## src/verilog/ctrl_reg_pkg.sv

```systemverilog
// control register package: register map, field widths, reset values and word layouts
`default_nettype none

package ctrl_reg_pkg;

	// field widths
	localparam int REG_WD     = 16;
	localparam int TRIG_SRC_W = 4;
	localparam int LINE_CNT   = 4;
	localparam int LINE_SRC_W = 3;
	localparam int INT_W      = 2;
	// readback bit index
	localparam int RD_CNT_W   = $clog2(REG_WD);

	// ---------------------------------------------------------------------
	// register map
	// ---------------------------------------------------------------------
	localparam logic [7:0] ADDR_STREAM_CTRL    = 8'h00;
	localparam logic [7:0] ADDR_SENSOR_RESET   = 8'h01;
	localparam logic [7:0] ADDR_TRIGGER_CTRL   = 8'h02;
	localparam logic [7:0] ADDR_TRIGGER_SOFT   = 8'h03;
	localparam logic [7:0] ADDR_TRIGGER_FILTER = 8'h04;
	localparam logic [7:0] ADDR_TRIGGER_DELAY  = 8'h05;
	localparam logic [7:0] ADDR_LINE_CTRL      = 8'h06;
	localparam logic [7:0] ADDR_WB_GAIN_R      = 8'h07;
	localparam logic [7:0] ADDR_WB_GAIN_G      = 8'h08;
	localparam logic [7:0] ADDR_WB_GAIN_B      = 8'h09;
	localparam logic [7:0] ADDR_INT_EN         = 8'h0A;
	localparam logic [7:0] ADDR_INT_STATE      = 8'h0B;
	localparam logic [7:0] ADDR_LINE_STATUS    = 8'h0C;
	localparam logic [7:0] ADDR_DEVICE_ID      = 8'h0F;

	// unity gain after reset
	localparam logic [REG_WD-1:0] WB_GAIN_RESET = 16'h0100;
	localparam logic [REG_WD-1:0] DEVICE_ID     = 16'hCA01;

	// ---------------------------------------------------------------------
	// trigger and line control words, bit 0 first from the bottom
	// ---------------------------------------------------------------------
	typedef struct packed {
		logic [REG_WD-TRIG_SRC_W-3:0] rsvd;
		logic [TRIG_SRC_W-1:0]        source;
		logic                         active;
		logic                         mode;
	} trig_word_t;

	typedef struct packed {
		logic [REG_WD-LINE_SRC_W-LINE_CNT-3:0] rsvd;
		logic [LINE_SRC_W-1:0]                 source1;
		logic [LINE_CNT-1:0]                   invert;
		logic                                  line3_mode;
		logic                                  line2_mode;
	} line_word_t;

	typedef union packed {
		trig_word_t trig;
		line_word_t line;
	} ctrl_word_u;

endpackage

`default_nettype wire

```

## src/verilog/spi_frame_pkg.sv

```systemverilog
// SPI frame package: frame layout, command codes and field widths of the host link
`default_nettype none

package spi_frame_pkg;

	// ---------------------------------------------------------------------
	// frame layout
	// ---------------------------------------------------------------------
	// one frame is command, address, data, sent MSB first
	localparam int SPI_CMD_W      = 8;
	localparam int SPI_ADDR_W     = 8;
	localparam int SPI_DATA_W     = 16;
	localparam int SPI_FRAME_BITS = SPI_CMD_W + SPI_ADDR_W + SPI_DATA_W;

	// command plus address, read requests go out after these bits
	localparam int SPI_HDR_BITS   = SPI_CMD_W + SPI_ADDR_W;

	// bit counter has to hold the full count
	localparam int SPI_CNT_W      = $clog2(SPI_FRAME_BITS + 1);

	// ---------------------------------------------------------------------
	// command codes
	// ---------------------------------------------------------------------
	// anything else on the command field drops the frame
	localparam logic [SPI_CMD_W-1:0] CMD_WRITE = 8'h80;
	localparam logic [SPI_CMD_W-1:0] CMD_READ  = 8'h81;

endpackage

`default_nettype wire

```

## src/verilog/ctrl_access_if.sv

```systemverilog
// register access interface: requests from the SPI decoder, responses from the register file
`default_nettype none

interface ctrl_access_if import spi_frame_pkg::*, ctrl_reg_pkg::*; ();

	// request, valid for one cycle, always accepted
	logic                  req_valid;
	logic                  req_write;
	logic [SPI_ADDR_W-1:0] req_addr;
	logic [SPI_DATA_W-1:0] req_wdata;

	// read response, one cycle after the read request
	logic                  rsp_valid;
	logic [REG_WD-1:0]     rsp_rdata;

	modport decode_mp (
		output req_valid, req_write, req_addr, req_wdata
	);

	modport exec_mp (
		input  req_valid, req_write, req_addr, req_wdata,
		output rsp_valid, rsp_rdata
	);

	modport readback_mp (
		input  rsp_valid, rsp_rdata
	);

endinterface

`default_nettype wire

```

## src/verilog/ctrl_channel.sv

```systemverilog
// control channel top: SPI decode, register file and MISO readback of the camera registers
`default_nettype none

module ctrl_channel import ctrl_reg_pkg::*; (
	input  wire                   i_clk_osc_bufg,
	input  wire                   i_rst_n,
	// SPI pins
	input  wire                   i_spi_clk,
	input  wire                   i_spi_cs_n,
	input  wire                   i_spi_mosi,
	output logic                  o_spi_miso,
	output logic                  o_spi_miso_en,
	// control outputs
	output logic                  o_stream_enable,
	output logic                  o_acquisition_start,
	output logic                  o_reset_sensor,
	output logic                  o_trigger_mode,
	output logic                  o_trigger_active,
	output logic [TRIG_SRC_W-1:0] ov_trigger_source,
	output logic                  o_trigger_soft,
	output logic [REG_WD-1:0]     ov_trigger_filter,
	output logic [REG_WD-1:0]     ov_trigger_delay,
	output logic                  o_line2_mode,
	output logic                  o_line3_mode,
	output logic [LINE_CNT-1:0]   ov_line_invert,
	output logic [LINE_SRC_W-1:0] ov_line_source1,
	output logic [REG_WD-1:0]     ov_wb_gain_r,
	output logic [REG_WD-1:0]     ov_wb_gain_g,
	output logic [REG_WD-1:0]     ov_wb_gain_b,
	output logic [INT_W-1:0]      ov_interrupt_en,
	output logic [INT_W-1:0]      ov_interrupt_clear,
	// status inputs
	input  wire                   i_sensor_reset_done,
	input  wire  [LINE_CNT-1:0]   iv_line_status,
	input  wire  [INT_W-1:0]      iv_interrupt_state
);

	logic miso_shift;
	logic frame_active;

	ctrl_access_if access ();

	spi_frame_decode spi_frame_decode_inst (
		.i_clk_osc_bufg,
		.i_rst_n,
		.i_spi_clk,
		.i_spi_cs_n,
		.i_spi_mosi,
		.access         (access.decode_mp),
		.o_miso_shift   (miso_shift),
		.o_frame_active (frame_active)
	);

	// register file, port names match the top level
	ctrl_reg_exec ctrl_reg_exec_inst (.*);

	spi_readback spi_readback_inst (
		.i_clk_osc_bufg,
		.i_rst_n,
		.access         (access.readback_mp),
		.i_miso_shift   (miso_shift),
		.i_frame_active (frame_active),
		.o_spi_miso,
		.o_spi_miso_en
	);

endmodule

`default_nettype wire

```

## src/verilog/ctrl_reg_exec.sv

```systemverilog
// control register file: holds the camera control registers and answers read requests
`default_nettype none

module ctrl_reg_exec import ctrl_reg_pkg::*; (
	input  wire                   i_clk_osc_bufg,
	input  wire                   i_rst_n,
	ctrl_access_if.exec_mp        access,
	output logic                  o_stream_enable,
	output logic                  o_acquisition_start,
	output logic                  o_reset_sensor,
	output logic                  o_trigger_mode,
	output logic                  o_trigger_active,
	output logic [TRIG_SRC_W-1:0] ov_trigger_source,
	output logic                  o_trigger_soft,
	output logic [REG_WD-1:0]     ov_trigger_filter,
	output logic [REG_WD-1:0]     ov_trigger_delay,
	output logic                  o_line2_mode,
	output logic                  o_line3_mode,
	output logic [LINE_CNT-1:0]   ov_line_invert,
	output logic [LINE_SRC_W-1:0] ov_line_source1,
	output logic [REG_WD-1:0]     ov_wb_gain_r,
	output logic [REG_WD-1:0]     ov_wb_gain_g,
	output logic [REG_WD-1:0]     ov_wb_gain_b,
	output logic [INT_W-1:0]      ov_interrupt_en,
	output logic [INT_W-1:0]      ov_interrupt_clear,
	input  wire                   i_sensor_reset_done,
	input  wire  [LINE_CNT-1:0]   iv_line_status,
	input  wire  [INT_W-1:0]      iv_interrupt_state
);

	ctrl_word_u        trig_q;
	ctrl_word_u        line_q;
	logic              wr_en;
	logic              rd_en;
	logic [REG_WD-1:0] rd_word;

	assign wr_en = access.req_valid && access.req_write;
	assign rd_en = access.req_valid && !access.req_write;

	// ---------------------------------------------------------------------
	// writable registers
	// ---------------------------------------------------------------------
	always_ff @(posedge i_clk_osc_bufg) begin
		if (!i_rst_n) begin
			o_stream_enable     <= 1'b0;
			o_acquisition_start <= 1'b0;
			trig_q              <= '0;
			line_q              <= '0;
			ov_trigger_filter   <= '0;
			ov_trigger_delay    <= '0;
			ov_wb_gain_r        <= WB_GAIN_RESET;
			ov_wb_gain_g        <= WB_GAIN_RESET;
			ov_wb_gain_b        <= WB_GAIN_RESET;
			ov_interrupt_en     <= '0;
		end else if (wr_en) begin
			case (access.req_addr)
				ADDR_STREAM_CTRL: begin
					o_stream_enable     <= access.req_wdata[0];
					o_acquisition_start <= access.req_wdata[1];
				end
				ADDR_TRIGGER_CTRL:   trig_q            <= access.req_wdata;
				ADDR_TRIGGER_FILTER: ov_trigger_filter <= access.req_wdata;
				ADDR_TRIGGER_DELAY:  ov_trigger_delay  <= access.req_wdata;
				ADDR_LINE_CTRL:      line_q            <= access.req_wdata;
				ADDR_WB_GAIN_R:      ov_wb_gain_r      <= access.req_wdata;
				ADDR_WB_GAIN_G:      ov_wb_gain_g      <= access.req_wdata;
				ADDR_WB_GAIN_B:      ov_wb_gain_b      <= access.req_wdata;
				ADDR_INT_EN:         ov_interrupt_en   <= access.req_wdata[INT_W-1:0];
				default: ;
			endcase
		end
	end

	// field split of the trigger and line words
	assign o_trigger_mode    = trig_q.trig.mode;
	assign o_trigger_active  = trig_q.trig.active;
	assign ov_trigger_source = trig_q.trig.source;
	assign o_line2_mode      = line_q.line.line2_mode;
	assign o_line3_mode      = line_q.line.line3_mode;
	assign ov_line_invert    = line_q.line.invert;
	assign ov_line_source1   = line_q.line.source1;

	// ---------------------------------------------------------------------
	// one-cycle pulses, requests never last longer
	// ---------------------------------------------------------------------
	always_ff @(posedge i_clk_osc_bufg) begin
		if (!i_rst_n) begin
			o_trigger_soft     <= 1'b0;
			o_reset_sensor     <= 1'b0;
			ov_interrupt_clear <= '0;
		end else begin
			o_trigger_soft     <= wr_en && access.req_addr == ADDR_TRIGGER_SOFT;
			o_reset_sensor     <= wr_en && access.req_addr == ADDR_SENSOR_RESET
				&& access.req_wdata[0];
			ov_interrupt_clear <= (wr_en && access.req_addr == ADDR_INT_STATE) ?
				access.req_wdata[INT_W-1:0] : '0;
		end
	end

	// ---------------------------------------------------------------------
	// read mux and response
	// ---------------------------------------------------------------------
	always_comb begin
		case (access.req_addr)
			ADDR_STREAM_CTRL:    rd_word = REG_WD'({o_acquisition_start, o_stream_enable});
			ADDR_SENSOR_RESET:   rd_word = REG_WD'(i_sensor_reset_done);
			ADDR_TRIGGER_CTRL:   rd_word = trig_q;
			ADDR_TRIGGER_FILTER: rd_word = ov_trigger_filter;
			ADDR_TRIGGER_DELAY:  rd_word = ov_trigger_delay;
			ADDR_LINE_CTRL:      rd_word = line_q;
			ADDR_WB_GAIN_R:      rd_word = ov_wb_gain_r;
			ADDR_WB_GAIN_G:      rd_word = ov_wb_gain_g;
			ADDR_WB_GAIN_B:      rd_word = ov_wb_gain_b;
			ADDR_INT_EN:         rd_word = REG_WD'(ov_interrupt_en);
			ADDR_INT_STATE:      rd_word = REG_WD'(iv_interrupt_state);
			ADDR_LINE_STATUS:    rd_word = REG_WD'(iv_line_status);
			ADDR_DEVICE_ID:      rd_word = DEVICE_ID;
			// soft trigger and unmapped addresses
			default:             rd_word = '0;
		endcase
	end

	always_ff @(posedge i_clk_osc_bufg) begin
		if (!i_rst_n) begin
			access.rsp_valid <= 1'b0;
		end else begin
			access.rsp_valid <= rd_en;
		end
	end

	always_ff @(posedge i_clk_osc_bufg) begin
		if (rd_en) begin
			access.rsp_rdata <= rd_word;
		end
	end

	// a response one cycle after its read, with no new request beside it
	a_rsp_follows_read: assert property (@(posedge i_clk_osc_bufg) disable iff (!i_rst_n)
		rd_en |=> access.rsp_valid && !access.req_valid);

	// single-cycle requests from the decoder give single-cycle pulses
	a_pulse_one_cycle: assert property (@(posedge i_clk_osc_bufg) disable iff (!i_rst_n)
		(o_trigger_soft || o_reset_sensor || |ov_interrupt_clear)
		|=> !(o_trigger_soft || o_reset_sensor || |ov_interrupt_clear));

endmodule

`default_nettype wire

```

## src/verilog/spi_frame_decode.sv

```systemverilog
// SPI frame decoder: samples the SPI pins and turns frames into register requests
`default_nettype none

module spi_frame_decode import spi_frame_pkg::*; (
	input  wire             i_clk_osc_bufg,
	input  wire             i_rst_n,
	input  wire             i_spi_clk,
	input  wire             i_spi_cs_n,
	input  wire             i_spi_mosi,
	ctrl_access_if.decode_mp access,
	output logic            o_miso_shift,
	output logic            o_frame_active
);

	logic [2:0]                sclk_sync;
	logic [1:0]                cs_n_sync;
	logic [1:0]                mosi_sync;
	logic                      cs_n_s;
	logic                      sclk_rise;
	logic                      sclk_fall;
	logic                      shift_en;
	logic                      hdr_done;
	logic                      frame_done;
	logic [SPI_CNT_W-1:0]      bit_cnt;
	logic [SPI_FRAME_BITS-1:0] frame_sr;
	logic [SPI_FRAME_BITS-1:0] frame_next;
	logic [SPI_ADDR_W-1:0]     addr_q;
	logic                      rd_phase;
	logic                      req_valid_q;
	logic                      req_write_q;

	// ---------------------------------------------------------------------
	// pin synchronizers, third sclk stage for edge detection
	// ---------------------------------------------------------------------
	always_ff @(posedge i_clk_osc_bufg) begin
		if (!i_rst_n) begin
			sclk_sync <= '0;
			cs_n_sync <= '1;
			mosi_sync <= '0;
		end else begin
			sclk_sync <= {sclk_sync[1:0], i_spi_clk};
			cs_n_sync <= {cs_n_sync[0], i_spi_cs_n};
			mosi_sync <= {mosi_sync[0], i_spi_mosi};
		end
	end

	assign cs_n_s    = cs_n_sync[1];
	assign sclk_rise = sclk_sync[1] & ~sclk_sync[2];
	assign sclk_fall = ~sclk_sync[1] & sclk_sync[2];

	// ---------------------------------------------------------------------
	// bit counter and requests
	// ---------------------------------------------------------------------
	assign shift_en   = !cs_n_s && sclk_rise && bit_cnt != SPI_CNT_W'(SPI_FRAME_BITS);
	assign frame_next = {frame_sr[SPI_FRAME_BITS-2:0], mosi_sync[1]};
	assign hdr_done   = bit_cnt == SPI_CNT_W'(SPI_HDR_BITS - 1);
	assign frame_done = bit_cnt == SPI_CNT_W'(SPI_FRAME_BITS - 1);

	always_ff @(posedge i_clk_osc_bufg) begin
		if (!i_rst_n) begin
			bit_cnt     <= '0;
			rd_phase    <= 1'b0;
			req_valid_q <= 1'b0;
			req_write_q <= 1'b0;
		end else begin
			req_valid_q <= 1'b0;
			req_write_q <= 1'b0;
			if (cs_n_s) begin
				// frame over or aborted, nothing pending survives
				bit_cnt  <= '0;
				rd_phase <= 1'b0;
			end else if (shift_en) begin
				bit_cnt <= bit_cnt + 1'b1;
				if (hdr_done && frame_next[SPI_HDR_BITS-1 -: SPI_CMD_W] == CMD_READ) begin
					req_valid_q <= 1'b1;
					rd_phase    <= 1'b1;
				end
				if (frame_done && frame_next[SPI_FRAME_BITS-1 -: SPI_CMD_W] == CMD_WRITE) begin
					req_valid_q <= 1'b1;
					req_write_q <= 1'b1;
				end
			end
		end
	end

	// frame payload
	always_ff @(posedge i_clk_osc_bufg) begin
		if (shift_en) begin
			frame_sr <= frame_next;
			if (hdr_done) begin
				addr_q <= frame_next[SPI_ADDR_W-1:0];
			end
		end
	end

	assign access.req_valid = req_valid_q;
	assign access.req_write = req_write_q;
	assign access.req_addr  = addr_q;
	assign access.req_wdata = frame_sr[SPI_DATA_W-1:0];

	// the MSB is on the pin before the 16th fall, so shifting starts one fall later
	assign o_miso_shift   = sclk_fall && !cs_n_s && rd_phase
		&& bit_cnt != SPI_CNT_W'(SPI_HDR_BITS);
	assign o_frame_active = !cs_n_s;

endmodule

`default_nettype wire

```

## src/verilog/spi_readback.sv

```systemverilog
// SPI readback: loads read data and shifts it out on MISO during the data phase
`default_nettype none

module spi_readback import ctrl_reg_pkg::*; (
	input  wire                i_clk_osc_bufg,
	input  wire                i_rst_n,
	ctrl_access_if.readback_mp access,
	input  wire                i_miso_shift,
	input  wire                i_frame_active,
	output logic               o_spi_miso,
	output logic               o_spi_miso_en
);

	logic [REG_WD-1:0]   shift_q;
	logic [RD_CNT_W-1:0] shift_cnt;
	logic                busy_q;

	// busy from load until the last bit has gone out
	always_ff @(posedge i_clk_osc_bufg) begin
		if (!i_rst_n) begin
			busy_q    <= 1'b0;
			shift_cnt <= '0;
		end else if (!i_frame_active) begin
			busy_q <= 1'b0;
		end else if (access.rsp_valid) begin
			busy_q    <= 1'b1;
			shift_cnt <= '0;
		end else if (i_miso_shift && busy_q) begin
			shift_cnt <= shift_cnt + 1'b1;
			if (&shift_cnt) begin
				busy_q <= 1'b0;
			end
		end
	end

	// data word, MSB first
	always_ff @(posedge i_clk_osc_bufg) begin
		if (access.rsp_valid) begin
			shift_q <= access.rsp_rdata;
		end else if (i_miso_shift) begin
			shift_q <= {shift_q[REG_WD-2:0], 1'b0};
		end
	end

	assign o_spi_miso    = shift_q[REG_WD-1];
	// release the line as soon as CS goes high
	assign o_spi_miso_en = busy_q & i_frame_active;

	// every strobe of the data phase finds a loaded word
	a_shift_loaded: assert property (@(posedge i_clk_osc_bufg) disable iff (!i_rst_n)
		i_miso_shift |-> busy_q);

endmodule

`default_nettype wire
```

## config.mk

```make
export PLATFORM = sky130hd
export DESIGN_NAME = ctrl_channel
export DESIGN_NICKNAME = d
export VERILOG_FILES = /design/src/verilog/ctrl_reg_pkg.sv /design/src/verilog/spi_frame_pkg.sv /design/src/verilog/ctrl_access_if.sv /design/src/verilog/ctrl_channel.sv /design/src/verilog/ctrl_reg_exec.sv /design/src/verilog/spi_frame_decode.sv /design/src/verilog/spi_readback.sv
export SDC_FILE = /design/constraint.sdc
export NUM_CORES = 1
export LEC_CHECK = 0
export BUFFER_PORTS_ARGS = -buffer_cell sky130_fd_sc_hd__clkbuf_2
export CORE_ASPECT_RATIO = 2
export CORE_UTILIZATION = 60
export DETAILED_ROUTE_END_ITERATION = 6
export PLACE_DENSITY_LB_ADDON = 0.25
export SLEW_MARGIN = 40
export SYNTH_ARGS = -nofsm -noshare
export SYNTH_HDL_FRONTEND = slang
export SYNTH_SLANG_ARGS = --single-unit
```

## constraint.sdc

```tcl
create_clock -name i_clk_osc_bufg -period 7.8 [get_ports i_clk_osc_bufg]
set_clock_uncertainty 0.1 [all_clocks]
set_input_delay 1.17 -clock i_clk_osc_bufg [delete_from_list [all_inputs] [get_ports i_clk_osc_bufg]]
set_output_delay 1.17 -clock i_clk_osc_bufg [all_outputs]
set_load 0.05 [all_outputs]
```

==> flow_summary_export.csv <==
group,metric,value,unit
status,status,"complete, no violations",
floorplan,die_w,89.8,um
route,vias,7499,
timing,max_slew.worst_pin.slew,0.829,ns
route,routed_via_density,6.32,
route,wl,28.6,mm
clocking,cts_tree,"done",
clocking,worstSkewPairLatency,0.49,ns
clocking,cts_sinks,213,
worst_hold_path,whs_endpoint,"spi_frame_decode_inst.cs_n_sync[1]",
setup_path,crit_type,"register to primary output",
final_layout,area_delta_synth_final,13.1,%
synth,avgSynthCellArea,10.1,um2
final_layout,layout-drive-gt1-share,20.4,%
setup_path,arrival,1.33,ns
final_layout,n_antenna_cell,0,
route,drc_errors,0,
synth,synth_xor_area_share,0.284,%
floorplan,core_area,0.0150,mm2
synth,yosys_warnings,0,
final_layout,fin_nets,995,
synth,yosysTopAreaCell,"dfxtp_1",
synth,synth_top_family_by_area,"simple AND/OR/NAND/NOR gates",
clocking,ctsResizeCount,0,
worst_hold_path,min_path_cells,1,
place,port_buffers,116,
place,hpwl,19.7,mm
final_layout,utilization,69.9,%
global_routing,overflow,0,
synth,synth_compound_area_share,14.5,%
global_routing,grtUsageTotal,35.8,%
synth,synthSimpleGateAreaFrac,19.9,%
clocking,clk_root_buffer_cell,"clkbuf_16",
setup_path,r2r.worst_path.cells,5,
floorplan,dieArea,0.0159,mm2
timing,relSlewSlack,44.7,%
timing,hold_viol,0,
synth,netlist_area,0.00925,mm2
synth,synth-edff-count,71,
synth,syn_nets,927,
synth,ys_ff_latch,213,
global_routing,grt_max_degree,76,
synth,syn-instance-count,912,
setup_path,cp-start-kind,"register",
pwr,p_leak,3.69,nW
worst_hold_path,holdCritPathClass,"register to register",
timing,slew_viol_final,0,
timing,setup_viol,0,
route,wl_per_cell,24.1,um
global_routing,antenna_found_initial,0,
place,gp_congestion,0.983,
clocking,clock_path_buffers,3,
clocking,clk_pin_slew,0.07,ns
setup_path,crit_fanout,3,
timing,min_period,2.60,ns
job,drv_cap,0,
route,drtIter0Drc,691,
route,first_pass_iters,6,
floorplan,row_count,63,
setup_path,r2r-start,"spi_frame_decode_inst.access.req_addr[1]",
pwr,power.density,206,mW/mm2
setup_path,worstReg2RegEnd,"ctrl_reg_exec_inst.trig_q[7]",
floorplan,num_io_pins,117,
clocking,cts.htree.levels,1,
timing,fmax,385,MHz
setup_path,crit_path_cell_trace,"clkbuf_2",
global_routing,use_met1,41.9,%
synth,ys_types,71,
pwr,irDropWorstVdd,0.179,mV
synth,synth_fa_ha_area_share,0.406,%
setup_path,cp.required,6.53,ns
setup_path,max_stage_delay,0.50,ns
final_layout,final_cell_area,0.0105,mm2
global_routing,grt_pass1_wl,42.6,mm
setup_path,cp_top_family,"flip-flops",
global_routing,use_met3,3.47,%
synth,synth.top_cell.area_share,30.7,%
floorplan,die_h,178,um
synth,synth-seq-area-share,53.8,%
global_routing,first_global_vias,7065,
synth,async_flop_share,0,%
floorplan,initial_core_util,61.8,%
final_layout,nFillCells,1193,
timing,rsz0062_at_grt,"no",
synth,synth.area.top_cells,"dfxtp_1 31%, edfxtp_1 23%, nand2_1 8.7%",
global_routing,grt.busiest_layer,"met2",
synth,synth_flop_cell,"dfxtp_1",
route,ant_nets,0,
setup_path,path_buf_inv,1,
worst_hold_path,min_from,"spi_frame_decode_inst.cs_n_sync[0]",
clocking,post_cts_buffers,0,
timing,finalCritPeriodShare,33.3,%
global_routing,grt_use_met2,62.4,%
clocking,hold_buffers,0,
setup_path,crit_slowest_cell,"dfxtp_1",
timing,fin_tns_setup,0,ns
pwr,power.total,2.15,mW
synth,synthMuxAreaShare,6.14,%
setup_path,end_kind,"primary output",
place,placed_cell_area,0.00981,mm2
setup_path,rrSetupSlack,5.21,ns
clocking,numCtsBuffers,19,
-- synthesized netlist by cell type (all sizes together) (5+ instances only) --
master and instances:
a21boi 95, nand4b 5, nand3 14, clkbuf 40, a22o 5, mux2i 32
nor3 13, a22oi 15, nor4 6, and4 6, o22ai 5, nand2b 9
and2 10, a32oi 6, dfxtp 142, mux2 20, nand2 215, nor2 19
o21ai 12, nand3b 8, a21oi 10, inv 6, nand4 10, buf 45
edfxtp 71, nor2b 29
-- cell usage in the layout, fill, tap and decap left out, types with 4 or more instances in the layout --
master / Yosys / final
nand4b_1: 5 / 5
a22oi_1: 15 / 15
bufinv_16: 0 / 4
clkbuf_2: 0 / 115
and3_1: 4 / 4
mux2_2: 20 / 20
buf_4: 14 / 15
o21ai_0: 10 / 10
o211ai_1: 4 / 4
a21boi_0: 33 / 33
inv_1: 6 / 6
nor3_1: 8 / 8
a22o_1: 5 / 5
a32o_1: 4 / 4
a21oi_1: 10 / 10
a21boi_1: 62 / 62
clkbuf_16: 0 / 19
nor4_1: 4 / 4
and2_1: 10 / 10
edfxtp_1: 71 / 71
nand3_1: 14 / 13
nor2_1: 19 / 19
nand2_1: 215 / 215
dfxtp_1: 142 / 141
nor2b_1: 29 / 29
mux2i_1: 32 / 32
and4_1: 6 / 5
nand3b_1: 8 / 8
a32oi_1: 6 / 6
nand4_1: 10 / 10
nand2b_1: 9 / 9
o22ai_1: 5 / 5
-- layer usage --
layer / wire length, um / vias up
li1: - / 3338
met1: 10100 / 3624
met2: 14500 / 430
met3: 1980 / 107
met4: 2090 / 0
met5: 0 / -
-- worst max-delay path by stage --
| stage | from | to | slack [ns] | depth (start not counted) |
|---|---|---|---|---|
| after global placement | i_rst_n | spi_readback_inst.shift_cnt[3] | 5.07 | 4 |
| after floorplan | spi_frame_decode_inst.cs_n_sync[1] | spi_frame_decode_inst.bit_cnt[2] | 5.15 | 5 |
| after CTS | spi_frame_decode_inst.cs_n_sync[1] | o_spi_miso_en | 5.21 | 2 |
| after detailed placement | i_rst_n | spi_frame_decode_inst.access.req_valid | 5.05 | 5 |
| after global routing | spi_frame_decode_inst.access.req_addr[1] | ctrl_reg_exec_inst.trig_q[10] | 5.10 | 5 |
| final | ctrl_reg_exec_inst.ov_trigger_delay[3] | ov_trigger_delay[3] | 5.20 | 1 |
-- cell type report --
| cell class | count | area, um2 | share of cell area, % |
|---|---|---|---|
| sequential | 213 | 4980 | 47.5 |
| multi-input combinational | 608 | 3840 | 36.7 |
| timing repair buffer | 132 | 731 | 6.98 |
| clock buffer | 22 | 487 | 4.65 |
| tap | 195 | 244 | 2.33 |
| clock inverter | 11 | 161 | 1.54 |
| inverter | 6 | 22.5 | 0.215 |
-- state kept, by name (all words and copies together) (netlist names), 2 cells and up --
name,count
spi_frame_decode_inst.frame_sr,31
ctrl_reg_exec_inst.access.rsp_rdata,16
ctrl_reg_exec_inst.line_q,16
ctrl_reg_exec_inst.ov_trigger_delay,16
ctrl_reg_exec_inst.ov_trigger_filter,16
ctrl_reg_exec_inst.ov_wb_gain_b,16
ctrl_reg_exec_inst.ov_wb_gain_g,16
ctrl_reg_exec_inst.ov_wb_gain_r,16
ctrl_reg_exec_inst.trig_q,16
spi_readback_inst.shift_q,16
spi_frame_decode_inst.access.req_addr,8
spi_frame_decode_inst.bit_cnt,6
spi_readback_inst.shift_cnt,4
spi_frame_decode_inst.sclk_sync,3
ctrl_reg_exec_inst.ov_interrupt_clear,2
ctrl_reg_exec_inst.ov_interrupt_en,2
spi_frame_decode_inst.cs_n_sync,2
spi_frame_decode_inst.mosi_sync,2
-- cell families (layout without fill, tap and decap cells) --
family,Yosys count,count (layout)
flops,213,213
compound gates,180,180
simple gates,369,369
mux,53,53
xor+xnor,3,3
buf+inv,91,171
fa+ha+maj,3,3
-- worst register-to-register path: stages (launching register included) --
cell,delay (ns)
edfxtp_1,0.32
buf_4,0.38
nor4b_4,0.60
nand3_1,0.70
nand2_1,0.27
a21boi_1,0.10
-- stage by stage --
step / instances / setup WS, ns / hold slack, ns
floorplan: 912 / 5.15 / 0.286
global placement: 1150 / 5.07 / 0.296
detailed placement: 1153 / 5.05 / 0.294
CTS: 1186 / 5.21 / 0.321
global route: 1187 / 5.10 / 0.327
finish: 1187 / 5.20 / 0.326
-- power breakdown --
group,total [mW],switching (mW),internal (mW)
clock,0.987,0.405,0.582
combinational,0.0247,0.0123,0.0124
sequential,1.14,0.00186,1.14
total,2.15,0.419,1.73
Power figures use the tool's default switching activity.
